<file path="src/source/calc_pkg.sv">
`default_nettype none

package calc_pkg;

    typedef enum logic [1:0] {
        KEY_DIGIT,
        KEY_OP,
        KEY_NEG,
        KEY_EQ
    } key_kind_t;

    typedef enum logic [1:0] {
        OP_LOAD,                        // operand becomes the accumulator
        OP_ADD,
        OP_SUB,
        OP_MUL
    } calc_op_t;

    typedef struct packed {
        logic      valid;               // one-cycle strobe
        key_kind_t kind;
        logic [3:0] digit;              // 0..9 on digit keys
        calc_op_t  op;                  // operator keys only
    } key_event_t;

    // key index is column * 4 + row
    function automatic key_event_t decode_key(input logic [3:0] idx);
        key_event_t evt;
        evt = '{valid: 1'b1, kind: KEY_DIGIT, digit: 4'd0, op: OP_LOAD};
        case (idx)
            4'd0, 4'd1, 4'd2:   evt.digit = idx + 4'd1;    // 1..3
            4'd4, 4'd5, 4'd6:   evt.digit = idx;           // 4..6
            4'd8, 4'd9, 4'd10:  evt.digit = idx - 4'd1;    // 7..9
            4'd3: begin
                evt.kind = KEY_OP;
                evt.op   = OP_ADD;
            end
            4'd7: begin
                evt.kind = KEY_OP;
                evt.op   = OP_SUB;
            end
            4'd11: begin
                evt.kind = KEY_OP;
                evt.op   = OP_MUL;
            end
            4'd12:   evt.kind = KEY_NEG;
            4'd13:   evt.digit = 4'd0;
            4'd14:   evt.kind = KEY_EQ;
            default: evt.valid = 1'b0;                     // key 15 does nothing
        endcase
        return evt;
    endfunction

endpackage

`default_nettype wire

</file>
<file path="src/source/keypad_scanner.sv">
`default_nettype none

module keypad_scanner import calc_pkg::*; #(
    parameter int DEBOUNCE_CYCLES = 250000
) (
    input  logic       clk,
    input  logic       nRST,
    input  logic [3:0] row,             // active low
    output logic [3:0] col,             // one column driven low at a time
    output key_event_t key_evt
);

    localparam int CNT_W = $clog2(DEBOUNCE_CYCLES + 1);

    typedef enum logic [1:0] {
        S_SCAN,
        S_DEBOUNCE,
        S_EMIT,
        S_RELEASE
    } scan_state_t;

    scan_state_t state;

    logic [1:0]       col_idx;          // column currently driven
    logic [1:0]       col_nxt;
    logic             scan_live;        // col holds a real column
    logic [11:0]      row_cap;          // columns 0..2 of the running scan
    logic [15:0]      scan_mat;         // complete scan incl. column 3
    logic             scan_done;
    logic [15:0]      stable_mat;
    logic [CNT_W-1:0] stable_cnt;       // identical scans seen so far
    logic [CNT_W-1:0] cnt_next;
    logic [3:0]       press_idx;

    assign col_nxt   = col_idx + 2'd1;
    assign scan_done = scan_live && (col_idx == 2'd3);
    assign scan_mat  = {~row, row_cap};
    assign cnt_next  = stable_cnt + 1'b1;

    always_ff @(posedge clk or negedge nRST) begin
        if (!nRST) begin
            col       <= 4'b1111;
            col_idx   <= 2'd3;          // so column 0 comes first
            scan_live <= 1'b0;
        end else begin
            col       <= ~(4'b0001 << col_nxt);
            col_idx   <= col_nxt;
            scan_live <= 1'b1;
        end
    end

    // rows settled for a full cycle on the current column
    always_ff @(posedge clk) begin
        if (scan_live) begin
            case (col_idx)
                2'd0:    row_cap[3:0]  <= ~row;
                2'd1:    row_cap[7:4]  <= ~row;
                2'd2:    row_cap[11:8] <= ~row;
                default: ;              // column 3 read directly
            endcase
        end
    end

    // lowest pressed index wins
    always_comb begin
        press_idx = 4'd15;
        for (int i = 15; i >= 0; i--) begin
            if (stable_mat[i]) press_idx = 4'(i);
        end
    end

    always_ff @(posedge clk or negedge nRST) begin
        if (!nRST) begin
            state      <= S_SCAN;
            stable_mat <= '0;
            stable_cnt <= '0;
            key_evt    <= '0;
        end else begin
            key_evt <= '0;
            case (state)
                S_SCAN: begin
                    if (scan_done && |scan_mat) begin
                        stable_mat <= scan_mat;
                        stable_cnt <= CNT_W'(1);
                        state      <= (DEBOUNCE_CYCLES <= 1) ? S_EMIT : S_DEBOUNCE;
                    end
                end
                S_DEBOUNCE: begin
                    if (scan_done) begin
                        if (scan_mat == '0) begin
                            state <= S_SCAN;        // released during debounce
                        end else if (scan_mat != stable_mat) begin
                            stable_mat <= scan_mat;
                            stable_cnt <= CNT_W'(1);
                        end else if (cnt_next == CNT_W'(DEBOUNCE_CYCLES)) begin
                            state <= S_EMIT;
                        end else begin
                            stable_cnt <= cnt_next;
                        end
                    end
                end
                S_EMIT: begin
                    key_evt <= decode_key(press_idx);
                    state   <= S_RELEASE;
                end
                S_RELEASE: begin
                    if (scan_done && scan_mat == '0) state <= S_SCAN;
                end
                default: state <= S_SCAN;
            endcase
        end
    end

    a_col_onehot: assert property (@(posedge clk) disable iff (!nRST)
        scan_live |-> $onehot(~col));

endmodule

`default_nettype wire

</file>
<file path="src/source/operand_entry.sv">
`default_nettype none

module operand_entry import calc_pkg::*; #(
    parameter int DATA_W = 16
) (
    input  logic                     clk,
    input  logic                     nRST,
    input  key_event_t               key_evt,
    output logic signed [DATA_W-1:0] operand
);

    logic [DATA_W-1:0] mag;             // digits entered so far
    logic              neg;             // sign toggled by the negate key
    logic              clr_pend;        // operand still needed by arith_unit

    logic evt_digit;
    logic evt_neg;
    logic evt_end;

    assign evt_digit = key_evt.valid && (key_evt.kind == KEY_DIGIT);
    assign evt_neg   = key_evt.valid && (key_evt.kind == KEY_NEG);
    assign evt_end   = key_evt.valid &&
                       (key_evt.kind == KEY_OP || key_evt.kind == KEY_EQ);

    /* The clear waits one cycle so that the operand is still intact
       while the sequencer's strobe is being applied downstream. */
    always_ff @(posedge clk or negedge nRST) begin
        if (!nRST) begin
            mag      <= '0;
            neg      <= 1'b0;
            clr_pend <= 1'b0;
        end else begin
            clr_pend <= evt_end;
            if (clr_pend) begin
                mag <= '0;
                neg <= 1'b0;
            end
            if (evt_digit) begin
                mag <= mag * DATA_W'(10) + DATA_W'(key_evt.digit);
            end
            if (evt_neg) begin
                neg <= ~neg;
            end
        end
    end

    assign operand = neg ? -$signed(mag) : $signed(mag);

endmodule

`default_nettype wire

</file>
<file path="src/source/calc_sequencer.sv">
`default_nettype none

module calc_sequencer import calc_pkg::*; (
    input  logic       clk,
    input  logic       nRST,
    input  key_event_t key_evt,
    output calc_op_t   pending_op,      // operator waiting for its right operand
    output logic       accumulate,
    output logic       finish
);

    calc_op_t next_op;                  // operator just keyed in
    logic     evt_op;
    logic     evt_eq;

    assign evt_op = key_evt.valid && (key_evt.kind == KEY_OP);
    assign evt_eq = key_evt.valid && (key_evt.kind == KEY_EQ);

    always_ff @(posedge clk or negedge nRST) begin
        if (!nRST) begin
            accumulate <= 1'b0;
            finish     <= 1'b0;
        end else begin
            accumulate <= evt_op;
            finish     <= evt_eq;
        end
    end

    // pending_op switches only after the strobe, so the strobe
    // sees the operator that was keyed before this one
    always_ff @(posedge clk or negedge nRST) begin
        if (!nRST) begin
            next_op    <= OP_LOAD;
            pending_op <= OP_LOAD;
        end else begin
            if (evt_op) begin
                next_op <= key_evt.op;
            end
            if (accumulate) begin
                pending_op <= next_op;
            end else if (finish) begin
                pending_op <= OP_LOAD;  // next operand starts fresh
            end
        end
    end

    a_strobe_excl: assert property (@(posedge clk) disable iff (!nRST)
        !(accumulate && finish));

endmodule

`default_nettype wire

</file>
<file path="src/source/arith_unit.sv">
`default_nettype none

module arith_unit import calc_pkg::*; #(
    parameter int DATA_W = 16
) (
    input  logic                     clk,
    input  logic                     nRST,
    input  calc_op_t                 pending_op,
    input  logic                     accumulate,
    input  logic                     finish,
    input  logic signed [DATA_W-1:0] operand,
    output logic signed [DATA_W-1:0] result,
    output logic                     result_valid
);

    logic signed [DATA_W-1:0] acc;
    logic signed [DATA_W-1:0] calc;     // acc <op> operand mod 2^DATA_W

    always_comb begin
        case (pending_op)
            OP_ADD:  calc = acc + operand;
            OP_SUB:  calc = acc - operand;
            OP_MUL:  calc = acc * operand;  // low half only
            default: calc = operand;        // load
        endcase
    end

    always_ff @(posedge clk or negedge nRST) begin
        if (!nRST) begin
            acc          <= '0;
            result       <= '0;
            result_valid <= 1'b0;
        end else begin
            result_valid <= finish;
            if (accumulate || finish) begin
                acc <= calc;
            end
            if (finish) begin
                result <= calc;
            end
        end
    end

    // equal events are at least a full scan apart
    a_result_pulse: assert property (@(posedge clk) disable iff (!nRST)
        result_valid |=> !result_valid);

endmodule

`default_nettype wire

</file>
<file path="src/source/keypad_calc_top.sv">
`default_nettype none

module keypad_calc_top import calc_pkg::*; #(
    parameter int DATA_W          = 16,
    parameter int DEBOUNCE_CYCLES = 250000
) (
    input  logic                     clk,
    input  logic                     nRST,
    input  logic [3:0]               row,
    output logic [3:0]               col,
    output logic signed [DATA_W-1:0] result,
    output logic                     result_valid
);

    key_event_t               key_evt;
    logic signed [DATA_W-1:0] operand;
    calc_op_t                 pending_op;
    logic                     accumulate;
    logic                     finish;

    keypad_scanner #(
        .DEBOUNCE_CYCLES(DEBOUNCE_CYCLES)
    ) i_scanner (
        .clk     (clk),
        .nRST    (nRST),
        .row     (row),
        .col     (col),
        .key_evt (key_evt)
    );

    operand_entry #(
        .DATA_W(DATA_W)
    ) i_entry (
        .clk     (clk),
        .nRST    (nRST),
        .key_evt (key_evt),
        .operand (operand)
    );

    calc_sequencer i_seq (
        .clk        (clk),
        .nRST       (nRST),
        .key_evt    (key_evt),
        .pending_op (pending_op),
        .accumulate (accumulate),
        .finish     (finish)
    );

    arith_unit #(
        .DATA_W(DATA_W)
    ) i_arith (
        .clk          (clk),
        .nRST         (nRST),
        .pending_op   (pending_op),
        .accumulate   (accumulate),
        .finish       (finish),
        .operand      (operand),
        .result       (result),
        .result_valid (result_valid)
    );

endmodule

`default_nettype wire

</file>
<file path="config.mk">
export PLATFORM = sky130hd
export DESIGN_NAME = keypad_calc_top
export DESIGN_NICKNAME = d
export VERILOG_FILES = /design/src/source/calc_pkg.sv /design/src/source/keypad_scanner.sv /design/src/source/operand_entry.sv /design/src/source/calc_sequencer.sv /design/src/source/arith_unit.sv /design/src/source/keypad_calc_top.sv
export SDC_FILE = /design/constraint.sdc
export NUM_CORES = 1
export LEC_CHECK = 0
export BUFFER_PORTS_ARGS = -buffer_cell sky130_fd_sc_hd__buf_4
export CORE_AREA = 2 2 190 117
export CTS_CLUSTER_DIAMETER = 60
export CTS_CLUSTER_SIZE = 10
export DETAILED_ROUTE_END_ITERATION = 6
export DIE_AREA = 0 0 192 119
export HOLD_SLACK_MARGIN = 0.06
export PLACE_DENSITY = 0.76
export SYNTH_ARGS = -nofsm -noshare
export SYNTH_HDL_FRONTEND = slang
export SYNTH_SLANG_ARGS = --single-unit
</file>
<file path="constraint.sdc">
create_clock -name clk -period 6.29 [get_ports clk]
set_input_delay 0.3145 -clock clk [delete_from_list [all_inputs] [get_ports clk]]
set_output_delay 0.3145 -clock clk [all_outputs]
set_load 0.03 [all_outputs]
</file>
; ---- Word-level counts from Yosys, hierarchy flattened
; Cells that the tools add are included.
[word_totals]
latch_bits = 0
regBits = 121
mem_count = 0
word_cells = 150
out_inout_bits = 21
input_bits = 6
mem_bits_ro = 0
mem_bits_rw = 0
[classes]
div_mod_pow = 0
shifts = 1
add_sub_neg = 8
muxes = 46
eq_ne = 36
n_lt_le_gt_ge = 0
n_reduce_logical = 31
n_mul = 2
n_bitwise = 3
[ops]
columns = operator, count
row1 = $mux 16, 7
row2 = $mux 18, 5
row3 = $pmux 16 s3, 1
row4 = $pmux 18 s2, 1
row5 = $mux 4, 8
row6 = $pmux 16 s2, 1
row7 = $eq 4x4->1 const B, 7
row8 = $mux 2, 10
row9 = $add 18x1->18 const B, 1
row10 = $eq 18x18->1 const B, 1
row11 = $add 16x16->16, 1
row12 = $add 16x4->16, 1
row13 = $eq 2x2->1 const B, 8
row14 = $eq 4x3->1 const B, 4
row15 = $logic_not 16->1, 1
row16 = $mul 16x16->16, 1
row17 = $mul 16x3->15 const B, 1
row18 = $ne 16x16->1, 1
row19 = $neg 16->16, 1
row20 = $reduce_or 16->1, 1
row21 = $sub 16x16->16, 1
row22 = $reduce_and 5->1, 3
row23 = $reduce_or 15->1, 1
row24 = $mux 3, 4
row25 = other kinds (25), 56

; ---- Depth between registers and ports, before layout
; Gate-level depths: netlist (run 1).
[depth]
depth_word = 19
mapped_depth = 30

; ---- Hierarchy
; From an unflattened synthesis (run 1), not the netlist that was laid out.
[unflattened]
cells_unflattened = 1361
hier_area_um2 = 12354.3
[by_module_without_submodules]
columns = module, cells_each, instances, area_each_um2
row1 = arith_unit, 772, 1, 6648.9
row2 = keypad_scanner, 341, 1, 3438.3
row3 = operand_entry, 234, 1, 2034.5
row4 = calc_sequencer, 14, 1, 232.7

; ---- Worst setup path before layout (run 1)
; OpenSTA, ideal clock, no wires.
[synth_path]
path_kind = register to register
start = register i_entry.mag[0]
end = register i_arith.result[15]
path_slack_ns = -0.618
path_buffers = 3
required_time_ns = 6.154
arrival_time_ns = 6.772
stages_incl_launch_ff = 29
path_cell_list = dfrtp_1 > clkbuf_1 > inv_1 > ha_1 > nand2b_1 > buf_2 > o41ai_1 > xor2_1 > clkbuf_1 > nor2b_1 > fa_1 > inv_1 > fa_1 > inv_1 > fa_1 > fa_1 > inv_1 > fa_1 > fa_1 > xor2_1 > xnor2_1 > xnor2_1 > xnor2_1 > xnor2_1 > xnor3_1 > xnor3_1 > xor2_1 > a221oi_2 > o22ai_1
[synth_between]
elab_chain_cells = 4
elab_cells_between_ends = 6
cone_classes = add/sub (3) / mul (1) / mux (2)
[synth_rtl]
columns = element, line_no
row1 = "start, declared", operand_entry.sv:12  ; logic [DATA_W-1:0] mag;
row2 = "start signal, assigned", operand_entry.sv:39  ; mag <= mag * DATA_W'(10) + DATA_W'(key_evt.digit);
row3 = $neg 16->16, operand_entry.sv:47  ; assign operand = neg ? -$signed(mag) : $signed(mag);
row4 = $mux 16 *, operand_entry.sv:47
row5 = $mul 16x16->16 (tied with other cells), arith_unit.sv:23  ; OP_MUL: calc = acc * operand;
row6 = $pmux 16 s3 *, arith_unit.sv:20  ; case (pending_op)
row7 = "end signal, assigned", arith_unit.sv:39  ; result <= calc;
row8 = "end, declared", arith_unit.sv:12  ; output logic signed [DATA_W-1:0] result,
; Every way passes the cells marked *; elsewhere a longest branch is shown, timed or not.
; A chain may end at the register's enable or synchronous reset.

; ---- Worst setup path after layout (run 1)
[layout_path]
start = register i_entry.mag[4]
end = register i_arith.result[15]
; Same word-level chain as after synthesis.

==> flow_metrics.env, run 1 <==
export IMPL_status="finished, violations left"
export IMPL_violations="negative setup slack"
export IMPL_avgSynthCellArea_um2=8.88
export IMPL_final_max_slew_violation_count=0
export IMPL_grt_usage_pct=31.2
export IMPL_vdd_ir_drop_max_mv=0.190
export IMPL_start_util_pct=57.1
export IMPL_fin_nets=1682
export IMPL_place_area_um2=13400
export IMPL_reg2reg_from="i_entry.mag[4]"
export IMPL_synth_edf_count=12
export IMPL_antenna_cells=0
export IMPL_synth_area_leaders="dfrtp_1 (21%), fa_1 (13%), ha_1 (12%)"
export IMPL_maxSlewHeadroom_pct=8.40
export IMPL_tns_ns=-0.713
export IMPL_max_cap_violations=0
export IMPL_htreeDepth=4
export IMPL_die_y_um=119
export IMPL_core_um2=21400
export IMPL_overflow=0
export IMPL_clock_skew_final_ns=0.0168
export IMPL_cts_tree="built"
export IMPL_synth_async_sr_flop_share_pct=90.1
export IMPL_areaGrowthSynthToFinish_pct=20.2
export IMPL_crit_family="adder cells"
export IMPL_hold_violations=0
export IMPL_crit_path_frequent_cell="fa_1"
export IMPL_seq_power_share_pct=42.0
export IMPL_fin_crit_ns=6.63
export IMPL_yosys_register_bits=121
export IMPL_final_common_cell="inv_1"
export IMPL_num_vias=10300
export IMPL_cp_cell_sequence="or4_4, o41ai_4, xnor2_2, nand2_1, fa_1, fa_1, inv_2, fa_1, fa_1, inv_1, fa_1, fa_2, xor2_1, xnor2_1, xnor2_1, xnor2_1, xnor2_1, xnor3_1, xnor3_1, xor2_1, a221oi_2, o22ai_1"
export IMPL_crit_start="i_entry.mag[4]"
export IMPL_cp_endpoint="i_arith.result[15]"
export IMPL_finalSetupViolCount=5
export IMPL_setup_slack_ns=-0.337
export IMPL_clock_latency_ns=0.43
export IMPL_rsz0062_at_grt="true"
export IMPL_port_buffers=26
export IMPL_fmax_mhz=151
export IMPL_dieArea_um2=22800
export IMPL_viasPerCell=5.78
export IMPL_arrival_ns=6.91
export IMPL_syn_area_um2=12200
export IMPL_synth_cell_types=72
export IMPL_grt_max_degree=68
export IMPL_p_per_area_nw_per_um2=132
export IMPL_cp_slowest_cell="or4_4"
export IMPL_wl_mm=34.0
export IMPL_ys_seq_area_share_pct=25.3
export IMPL_netlist_instances=1379
export IMPL_ff2ff_setup_slack_ns=-0.34
export IMPL_antenna_found_initial=0
export IMPL_clkPwrFrac_pct=55.2
export IMPL_post_synth_top_area_cell="dfrtp_1"
export IMPL_place_hpwl_mm=25.2
export IMPL_yosysWarnings=0
export IMPL_crit_type="reg2reg"
export IMPL_cp_depth=22
export IMPL_synth_ff_type="dfrtp_1"
export IMPL_cp_buffers_inverters=2
export IMPL_cp_required_ns=6.57
export IMPL_fin_crit_sh_pct=105
export IMPL_die_x_um=192
export IMPL_swShare_pct=23.2
export IMPL_comb_power_share_pct=2.9
export IMPL_r2r_end="i_arith.result[15]"
export IMPL_p_leak_nw=6.89
export IMPL_gp_congestion=0.967
export IMPL_critPathLaunchType="register"
export IMPL_cts_inserted_buffers=17
export IMPL_whs_ns=0.114
export IMPL_drtIter0Drc=963
export IMPL_r2r_worst_path_cells=22
export IMPL_intPower_w=0.00149
export IMPL_worstPathMaxFanout=8
export IMPL_avgRoutedWirePerCell_um=19.1
export IMPL_tightest_slew_ns=1.36
export IMPL_grt_pass1_vias=10100
export IMPL_endpoint_kind="register"
export IMPL_layout_drive_gt1_share_pct=21.2
export IMPL_hp_class="in2reg"
export IMPL_drc=0
export IMPL_cts_root_buf="clkbuf_16"
export IMPL_dr_pass1_iters=6
export IMPL_rows=42
export IMPL_crit_path_max_incr_delay_ns=0.64
export IMPL_clkTransAtPathRegs_ns=0.07
export IMPL_synth_top_area_share_pct=21.0
export IMPL_ant_nets=0
export IMPL_layout_common_cells="inv_1 (159), nand2_1 (151), buf_4 (120)"
export IMPL_fin_area_um2=14700
export IMPL_cts_sinks=121
export IMPL_switching_power_w=0.000450
export IMPL_grt_pass1_wl_mm=54.8
export IMPL_clock_path_buffers=2
export IMPL_final_fill_count=1666
export IMPL_ios=27
export IMPL_syn_num_nets=1583
[cells by family after synthesis]
group	after synthesis	share of synthesized area, %
xor gates and xnor gates	116	8.85
and+or+nand+nor	447	18.3
AOI/OAI and AO/OA	226	11.9
DFF	121	25.3
buffers and inverters	238	7.48
other	1	0.0306
adders and majority gates	198	25.3
muxes	32	2.90
[sequential cells by signal, indices dropped and copies added (netlist names), 4 cells and up, named ones only]
name / count
i_arith.acc: 16
i_scanner.stable_mat: 16
i_scanner.stable_cnt: 18
i_scanner.key_evt: 9
i_entry.mag: 16
i_arith.result: 16
i_scanner.row_cap: 12
i_scanner.col: 4
[per-stage QoR]
stage | setup WS (ns) | util, % | total power [W] | cells
6_report | -0.337 | 68.7 | 0.00194 | 1777
5_1_grt | -0.653 | 68.7 | 0.00199 | 1777
4_1_cts | -0.310 | 67.3 | 0.00195 | 1768
3_5_place_dp | -0.234 | 62.6 | 0.000881 | 1720
3_3_place_gp | -0.224 | 62.6 | 0.000879 | 1720
2_1_floorplan | -0.189 | - | 0.000852 | 1379
[cells in the mapped netlist, types with 4 or more instances]
| master | n |
|---|---|
| nand3_1 | 23 |
| and3_1 | 11 |
| nand2b_1 | 21 |
| xnor2_1 | 71 |
| inv_1 | 179 |
| xor2_1 | 40 |
| o41ai_1 | 5 |
| or2_2 | 4 |
| ha_1 | 116 |
| nor4_1 | 18 |
| nor2_1 | 70 |
| o21bai_1 | 4 |
| a31oi_1 | 8 |
| a21boi_0 | 8 |
| nor3_1 | 19 |
| o21a_1 | 5 |
| a21oi_1 | 45 |
| or4_1 | 5 |
| edfxtp_1 | 12 |
| o22ai_1 | 4 |
| nand3b_1 | 18 |
| nand2_1 | 154 |
| o21ai_0 | 75 |
| dfrtp_1 | 103 |
| and2_1 | 30 |
| clkbuf_1 | 46 |
| a221oi_1 | 9 |
| nand4_1 | 9 |
| a21o_1 | 10 |
| o31ai_1 | 20 |
| nor2b_1 | 42 |
| or3_1 | 11 |
| mux2_2 | 28 |
| dfstp_2 | 6 |
| mux2i_1 | 4 |
| fa_1 | 82 |
| buf_1 | 6 |
| nor3b_1 | 5 |
[final cells by class]
cell class	instances	area, µm²	share of cell area [%]
flip-flops and latches	121	3100	21.0
clock buffers	19	433	2.94
well taps	286	358	2.43
multi-input cells	1020	8800	59.8
clock inverters	13	194	1.32
inverters	180	678	4.61
repair buffers	138	1160	7.87
[worst min path at each step]
stage / start / endpoint / slack [ns] / cells after the start
CTS: row[2] / i_scanner.stable_mat[14] / 0.1 / 2
finish: row[2] / i_scanner.stable_mat[14] / 0.11 / 2
global placement: nRST / i_scanner.stable_cnt[15] / 0.35 / 1
global route: row[2] / i_scanner.stable_mat[14] / 0.11 / 2
floorplan: nRST / async pin / 0.02 / 0
detailed placement: nRST / i_scanner.stable_cnt[14] / 0.35 / 1
[power groups by stage]
stage / Sequential (W) / Clock [W] / Combinational (W)
final: 0.000813 / 0.00107 / 0.0000557
after global routing: 0.000815 / 0.00112 / 0.0000634
after global placement: 0.000826 / 0 / 0.0000531
after detailed placement: 0.000827 / 0 / 0.0000546
after floorplan: 0.000823 / 0 / 0.0000289
after CTS: 0.000813 / 0.00108 / 0.0000560
[worst register-to-register path: stages, from the launching register on]
cell and delay [ns]:
dfrtp_1 0.38, or4_4 0.64, o41ai_4 0.41, xnor2_2 0.19
nand2_1 0.10, fa_1 0.49, fa_1 0.53, inv_2 0.04
fa_1 0.48, fa_1 0.50, inv_1 0.05, fa_1 0.50
fa_2 0.37, xor2_1 0.15, xnor2_1 0.20, xnor2_1 0.16
xnor2_1 0.15, xnor2_1 0.15, xnor3_1 0.25, xnor3_1 0.20
xor2_1 0.16, a221oi_2 0.27, o22ai_1 0.13
[metal layers]
layer	wire length, µm	global-route usage [%]	up-vias
met3	3700	11.1	36
met2	13500	41.4	389
met4	307	5.44	0
met1	16400	48.8	5057
met5	0	0	-
li1	-	-	4795
[timing repair]
item / in CTS / in global routing
pin swaps: 53 / 51
buffers inserted: 16 / 9
hold endpoints to repair: 42 / 0
endpoints found under the setup margin: 12 / 17
hold buffers: 1 / 0
gates resized for setup: 54 / 51
cloned: 1 / 0
No activity file was read; power rests on OpenSTA's default activity.
==> run 2: changes to the inputs <==
Settings changed: CORE_AREA 2 2 190 117 to 2 2 184 114, DIE_AREA 0 0 192 119 to 0 0 186 116, PLACE_DENSITY 0.76 to 0.77, REMOVE_ABC_BUFFERS from default to 1.
Clock period 6.29 ns to 6.9 ns, I/O delays scaled along.
==> run 2 against run 1 <==
Compared with the run above: the flow finishes with violations (design-rule violations); die area decreased by 5.6%; non-clock buffer count fell by 42; clock power down 11%; worst hold slack improved by 0.013 ns.
==> flow_metrics.env, run 2 (synthesized netlist as in run 1, its figures left out) <==
export IMPL_crit_type="reg2reg"
export IMPL_drc=1
export IMPL_areaGrowthSynthToFinish_pct=13.2
export IMPL_num_vias=10200
export IMPL_avgRoutedWirePerCell_um=19.3
export IMPL_dieArea_um2=21600
export IMPL_fin_nets=1640
export IMPL_cp_slowest_cell="or4_4"
export IMPL_grt_max_degree=71
export IMPL_crit_family="adder cells"
export IMPL_final_max_slew_violation_count=0
export IMPL_wl_mm=33.3
export IMPL_grt_pass1_vias=9738
export IMPL_ant_nets=0
export IMPL_viasPerCell=5.92
export IMPL_instances_no_fill=1722
export IMPL_p_per_area_nw_per_um2=126
export IMPL_cts_root_buf="clkbuf_16"
export IMPL_status="finished, violations left"
export IMPL_fin_util_pct=70.2
export IMPL_clkTransAtPathRegs_ns=0.06
export IMPL_largest_reg_flops=18
export IMPL_fin_crit_ns=6.84
export IMPL_rsz0062_at_grt="true"
export IMPL_clock_path_buffers=2
export IMPL_max_cap_violations=0
export IMPL_hold_violations=0
export IMPL_arrival_ns=7.15
export IMPL_endpoint_kind="register"
export IMPL_vdd_ir_drop_max_mv=0.161
export IMPL_cp_buffers_inverters=2
export IMPL_violations="design-rule violations"
export IMPL_die_x_um=186
export IMPL_crit_path_frequent_cell="xnor2_1"
export IMPL_top_register="i_scanner.stable_cnt"
export IMPL_cts_sinks=121
export IMPL_antenna_found_initial=0
export IMPL_place_area_um2=13000
export IMPL_core_um2=19800
export IMPL_fin_area_um2=13900
export IMPL_grt_pass1_wl_mm=52.4
export IMPL_final_common_cell="inv_1"
export IMPL_antenna_cells=0
export IMPL_critPathLaunchType="register"
export IMPL_tns_ns=0
export IMPL_p_leak_nw=6.62
export IMPL_layout_drive_gt1_share_pct=14.2
export IMPL_fmax_mhz=146
export IMPL_place_hpwl_mm=25.1
export IMPL_cts_inserted_buffers=17
export IMPL_gp_congestion=1.00
export IMPL_overflow=0
export IMPL_layout_common_cells="inv_1 (178), nand2_1 (152), ha_1 (115)"
export IMPL_ff2ff_setup_slack_ns=0.06
export IMPL_final_fill_count=1508
export IMPL_clock_latency_ns=0.44
export IMPL_fin_crit_sh_pct=99.1
export IMPL_dr_pass1_iters=7
export IMPL_hp_class="in2reg"
export IMPL_ios=27
export IMPL_cp_cell_sequence="or4_4, o41ai_2, xnor2_1, nand2_1, fa_2, fa_1, inv_2, fa_1, fa_1, inv_1, fa_1, xnor2_1, xnor2_1, xnor2_1, xnor2_1, xnor2_1, xnor3_1, xnor3_1, xor2_2, a221oi_2, o22ai_1"
export IMPL_seq_area_um2=3100
export IMPL_start_util_pct=62.0
export IMPL_rows=40
export IMPL_grt_usage_pct=32.3
export IMPL_multi_input_area_um2=8400
export IMPL_tightest_slew_ns=1.01
export IMPL_crit_path_max_incr_delay_ns=0.59
export IMPL_htreeDepth=4
export IMPL_cts_tree="built"
export IMPL_finalSetupViolCount=0
export IMPL_maxSlewHeadroom_pct=31.7
export IMPL_dp_cells=1678
export IMPL_die_y_um=116
export IMPL_port_buffers=26
export IMPL_drtIter0Drc=1241
export IMPL_clock_skew_final_ns=0.0182
export IMPL_cp_required_ns=7.21
export IMPL_worstPathMaxFanout=4
-- run 2: changes by cell type in the layout (fill, tap and decap cells not counted), sizes merged --
| cell | delta |
|---|---|
| inv | +5 |
| bufinv | -1 |
| clkinvlp | +3 |
| clkinv | -5 |
| buf | -42 |
| clkbuf | -2 |
-- run 2: layer usage --
layer | share of wire [%] | global-route usage, % | up-vias
met1 | 46 | 49.7 | 4904
met3 | 13 | 11.2 | 56
met5 | 0.25 | 2.89 | -
met4 | 1.9 | 7.24 | 2
met2 | 39 | 42.9 | 523
li1 | - | - | 4709
-- run 2: final timing paths --
path / start / to / cells past startpoint
worst max-delay path: i_entry.mag[4] / i_arith.result[15] / 21
worst min-delay path: row[3] / i_scanner.stable_mat[15] / 2
worst max register to register: i_entry.mag[4] / i_arith.result[15] / 21
worst min register to register: i_scanner.key_evt[0] / i_seq.next_op[0] / 1
max in group asynchronous: nRST / i_seq.accumulate / 3
min in group asynchronous: nRST / i_scanner.stable_cnt[15] / 2
-- run 2: worst register-to-register path, stage by stage (launching register included) --
cell and delay [ns]:
dfrtp_1 0.38, or4_4 0.59, o41ai_2 0.40, xnor2_1 0.26
nand2_1 0.17, fa_2 0.47, fa_1 0.56, inv_2 0.04
fa_1 0.52, fa_1 0.50, inv_1 0.05, fa_1 0.44
xnor2_1 0.17, xnor2_1 0.22, xnor2_1 0.19, xnor2_1 0.13
xnor2_1 0.26, xnor3_1 0.39, xnor3_1 0.38, xor2_2 0.19
a221oi_2 0.31, o22ai_1 0.10
-- run 2: metrics by stage --
stage               power (W)  hold slack, ns  worst slack (ns)
floorplan            0.000777          0.0494           -0.0586
global placement     0.000804           0.371             0.136
detailed placement   0.000806           0.375            0.0180
CTS                   0.00175           0.116          0.000102
global route          0.00180           0.128            -0.162
finish                0.00175           0.127            0.0602
-- run 2: power breakdown --
group,leakage (nW),total [W],internal [W],switching [W]
sequential,1.57,0.000741,0.000729,0.0000124
combinational,4.77,0.0000537,0.0000179,0.0000358
clock,0.287,0.000951,0.000575,0.000376
total,6.62,0.00175,0.00132,0.000424
-- run 2: timing repair --
action / CTS / global route
gates resized for setup: 1 / 36
endpoints found under the hold margin: 39 / 0
setup buffers: 2 / 8
pin swaps: 1 / 24
hold buffers: 1 / 0
gates cloned: 0 / 1
endpoints found under the setup margin: 1 / 12
-- run 2: layout make-up --
cell class                      count  share of cell area [%]
Clock buffer                       17                    3.07
Clock inverter                     15                    1.35
Inverter                          180                    4.87
Multi-Input combinational cell   1020                    60.6
Sequential cell                   121                    22.3
Tap cell                          273                    2.46
Timing Repair Buffer               96                    5.34
==> run 3: changes to the inputs <==
Settings changed: SYNTH_HIERARCHICAL from default to 1.
==> run 3 against run 2 <==
Compared with the run above: the flow now finishes without violations; routed wire length is 2.6% lower; cell count is 1.7% lower; clock skew is 0.0074 ns lower; non-clock buffer count is 20 lower; via count is 0.50% higher; register-to-register slack better by 0.06 ns; area after synthesis is 0.86% higher; core utilization is 0.67 points higher; cell area is 0.96% higher; largest power group unchanged; highest routed layer is now met4.
==> flow_metrics.env, run 3 <==
export IMPL_core_um2=19800
export IMPL_grt_usage_pct=30.7
export IMPL_port_buffers=26
export IMPL_syn_area_um2=12400
export IMPL_synth_top_family_by_area="adder cells"
export IMPL_dp_cells=1640
export IMPL_grt_max_degree=59
export IMPL_synthAdderAreaFrac_pct=25.2
export IMPL_crit_path_max_incr_delay_ns=0.59
export IMPL_overflow=0
export IMPL_top_register="i_scanner/stable_cnt"
export IMPL_final_common_cell="inv_1"
export IMPL_worstPathMaxFanout=4
export IMPL_maxSlewHeadroom_pct=23.8
export IMPL_cts_inserted_buffers=17
export IMPL_htreeDepth=4
export IMPL_hold_depth=2
export IMPL_cts_tree="built"
export IMPL_critPathLaunchType="register"
export IMPL_endpoint_kind="register"
export IMPL_pre_cts_slack_ns=-0.117
export IMPL_fin_nets=1611
export IMPL_netlist_instances=1361
export IMPL_p_per_area_nw_per_um2=119
export IMPL_clock_path_buffers=2
export IMPL_rows=40
export IMPL_areaGrowthSynthToFinish_pct=13.3
export IMPL_synth_area_leaders="dfrtp_1 (21%), fa_1 (13%), ha_1 (12%)"
export IMPL_synth_cell_types=92
export IMPL_status="completed"
export IMPL_ios=27
export IMPL_drtIter0Drc=1178
export IMPL_drc=0
export IMPL_fin_area_um2=14000
export IMPL_max_cap_violations=0
export IMPL_crit_family="adder cells"
export IMPL_start_util_pct=62.5
export IMPL_synth_ff_type="dfrtp_1"
export IMPL_crit_type="reg2reg"
export IMPL_avgSynthCellArea_um2=9.08
export IMPL_ant_nets=0
export IMPL_yosysWarnings=6
export IMPL_synth_edf_count=12
export IMPL_fin_crit_ns=6.78
export IMPL_cp_depth=25
export IMPL_gp_congestion=0.985
export IMPL_layout_common_cells="inv_1 (171), nand2_1 (135), ha_1 (106)"
export IMPL_setup_slack_ns=0.120
export IMPL_synth_most_common_cell="inv_1"
export IMPL_yosys_area_share_xor_xnor_pct=8.51
export IMPL_clock_latency_ns=0.43
export IMPL_clkTransAtPathRegs_ns=0.06
export IMPL_cts_root_buf="clkbuf_16"
export IMPL_p_leak_nw=6.62
export IMPL_ys_seq_area_share_pct=25.1
export IMPL_hold_violations=0
export IMPL_crit_start="i_entry/mag[1]"
export IMPL_wl_mm=32.4
export IMPL_arrival_ns=7.05
export IMPL_instances_no_fill=1692
export IMPL_clock_skew_final_ns=0.0108
export IMPL_synth_compound_gate_area_share_pct=12.2
export IMPL_cp_buffers_inverters=6
export IMPL_hp_class="in2reg"
export IMPL_dr_pass1_iters=7
export IMPL_largest_reg_flops=18
export IMPL_synth_commonest_cells="inv_1 (179), nand2_1 (141), ha_1 (118)"
export IMPL_die_y_um=116
export IMPL_finalSetupViolCount=0
export IMPL_cp_required_ns=7.17
export IMPL_fmax_mhz=148
export IMPL_vdd_ir_drop_max_mv=0.158
export IMPL_place_area_um2=12900
export IMPL_fin_crit_sh_pct=98.3
export IMPL_synth_top_area_share_pct=20.9
export IMPL_synthSimpleGateAreaFrac_pct=17.5
export IMPL_synth_async_sr_flop_share_pct=90.1
export IMPL_die_x_um=186
export IMPL_num_vias=10200
export IMPL_tns_ns=0
export IMPL_final_fill_count=1458
export IMPL_antenna_found_initial=1
export IMPL_yosys_register_bits=121
export IMPL_power_w=0.00166
export IMPL_grt_pass1_wl_mm=50.9
export IMPL_final_max_slew_violation_count=0
export IMPL_yosys_mux_area_fraction_pct=4.14
export IMPL_reg2reg_from="i_entry/mag[1]"
export IMPL_hp_start="row[2]"
export IMPL_grt_pass1_vias=9844
export IMPL_post_synth_top_area_cell="dfrtp_1"
export IMPL_crit_path_frequent_cell="fa_1"
export IMPL_layout_drive_gt1_share_pct=16.9
export IMPL_r2r_worst_path_cells=25
export IMPL_dieArea_um2=21600
export IMPL_cp_slowest_cell="or4_4"
export IMPL_cts_sinks=121
export IMPL_viasPerCell=6.05
export IMPL_avgRoutedWirePerCell_um=19.2
export IMPL_place_hpwl_mm=23.6
export IMPL_tightest_slew_ns=1.14
==> run 3: cells by family after synthesis <==
family	after synthesis
AO/OA/AOI/OAI	220
XOR/XNOR	120
adder cells (fa/ha/maj)	200
buffers and inverters	231
flip-flops	121
multiplexers	45
other	1
AND/OR/NAND/NOR	423
==> run 3: final timing paths <==
check / endpoint / slack [ns]
min in group asynchronous: i_arith/result[1] / 0.54
min: i_scanner/stable_mat[14] / 0.15
max in group asynchronous: i_arith/acc[11] / 5.17
max reg2reg: i_arith/result[15] / 0.12
min reg2reg: i_entry/mag[0] / 0.50
max: i_arith/result[15] / 0.12
==> run 3: layout make-up <==
cell class	instances	area [µm²]	share of cell area, %
clock buffers	17	425	3.04
diodes	1	2.50	0.0179
inverters	180	676	4.83
multi-input cells	1009	8710	62.2
clock inverters	15	148	1.05
repair buffers	76	601	4.29
flip-flops and latches	121	3100	22.1
well taps	273	342	2.44
==> run 3: timing repair <==
| item | 4_1_cts | 5_1_grt |
|---|---|---|
| setup buffers | 0 | 18 |
| endpoints found under the setup margin | 4 | 10 |
| hold buffers | 1 | 0 |
| hold endpoints to repair | 57 | 0 |
| gates resized for setup | 6 | 70 |
| pin swaps | 2 | 65 |
==> run 3: report_power, final <==
group	leakage [nW]	switching [W]	internal (W)	total, W
Combinational	4.78	0.0000314	0.0000179	0.0000493
Clock	0.274	0.000393	0.000479	0.000872
Sequential	1.57	0.0000122	0.000728	0.000740
==> run 3: metal layers <==
metal  global-route usage, %  vias up  wire (µm)
met5                       0        -          0
met4                    9.50        0        756
met3                    7.83       80       3110
met2                    44.7      485      13800
met1                    44.9     4996      14800
li1                        -     4684          -
==> run 3: per-stage QoR <==
| step | hold WS (ns) | utilization (%) |
|---|---|---|
| after floorplan | 0.0494 | - |
| after global placement | 0.459 | 65.3 |
| after detailed placement | 0.452 | 65.3 |
| after CTS | 0.135 | 68.4 |
| after global routing | 0.153 | 70.8 |
| final | 0.152 | 70.8 |
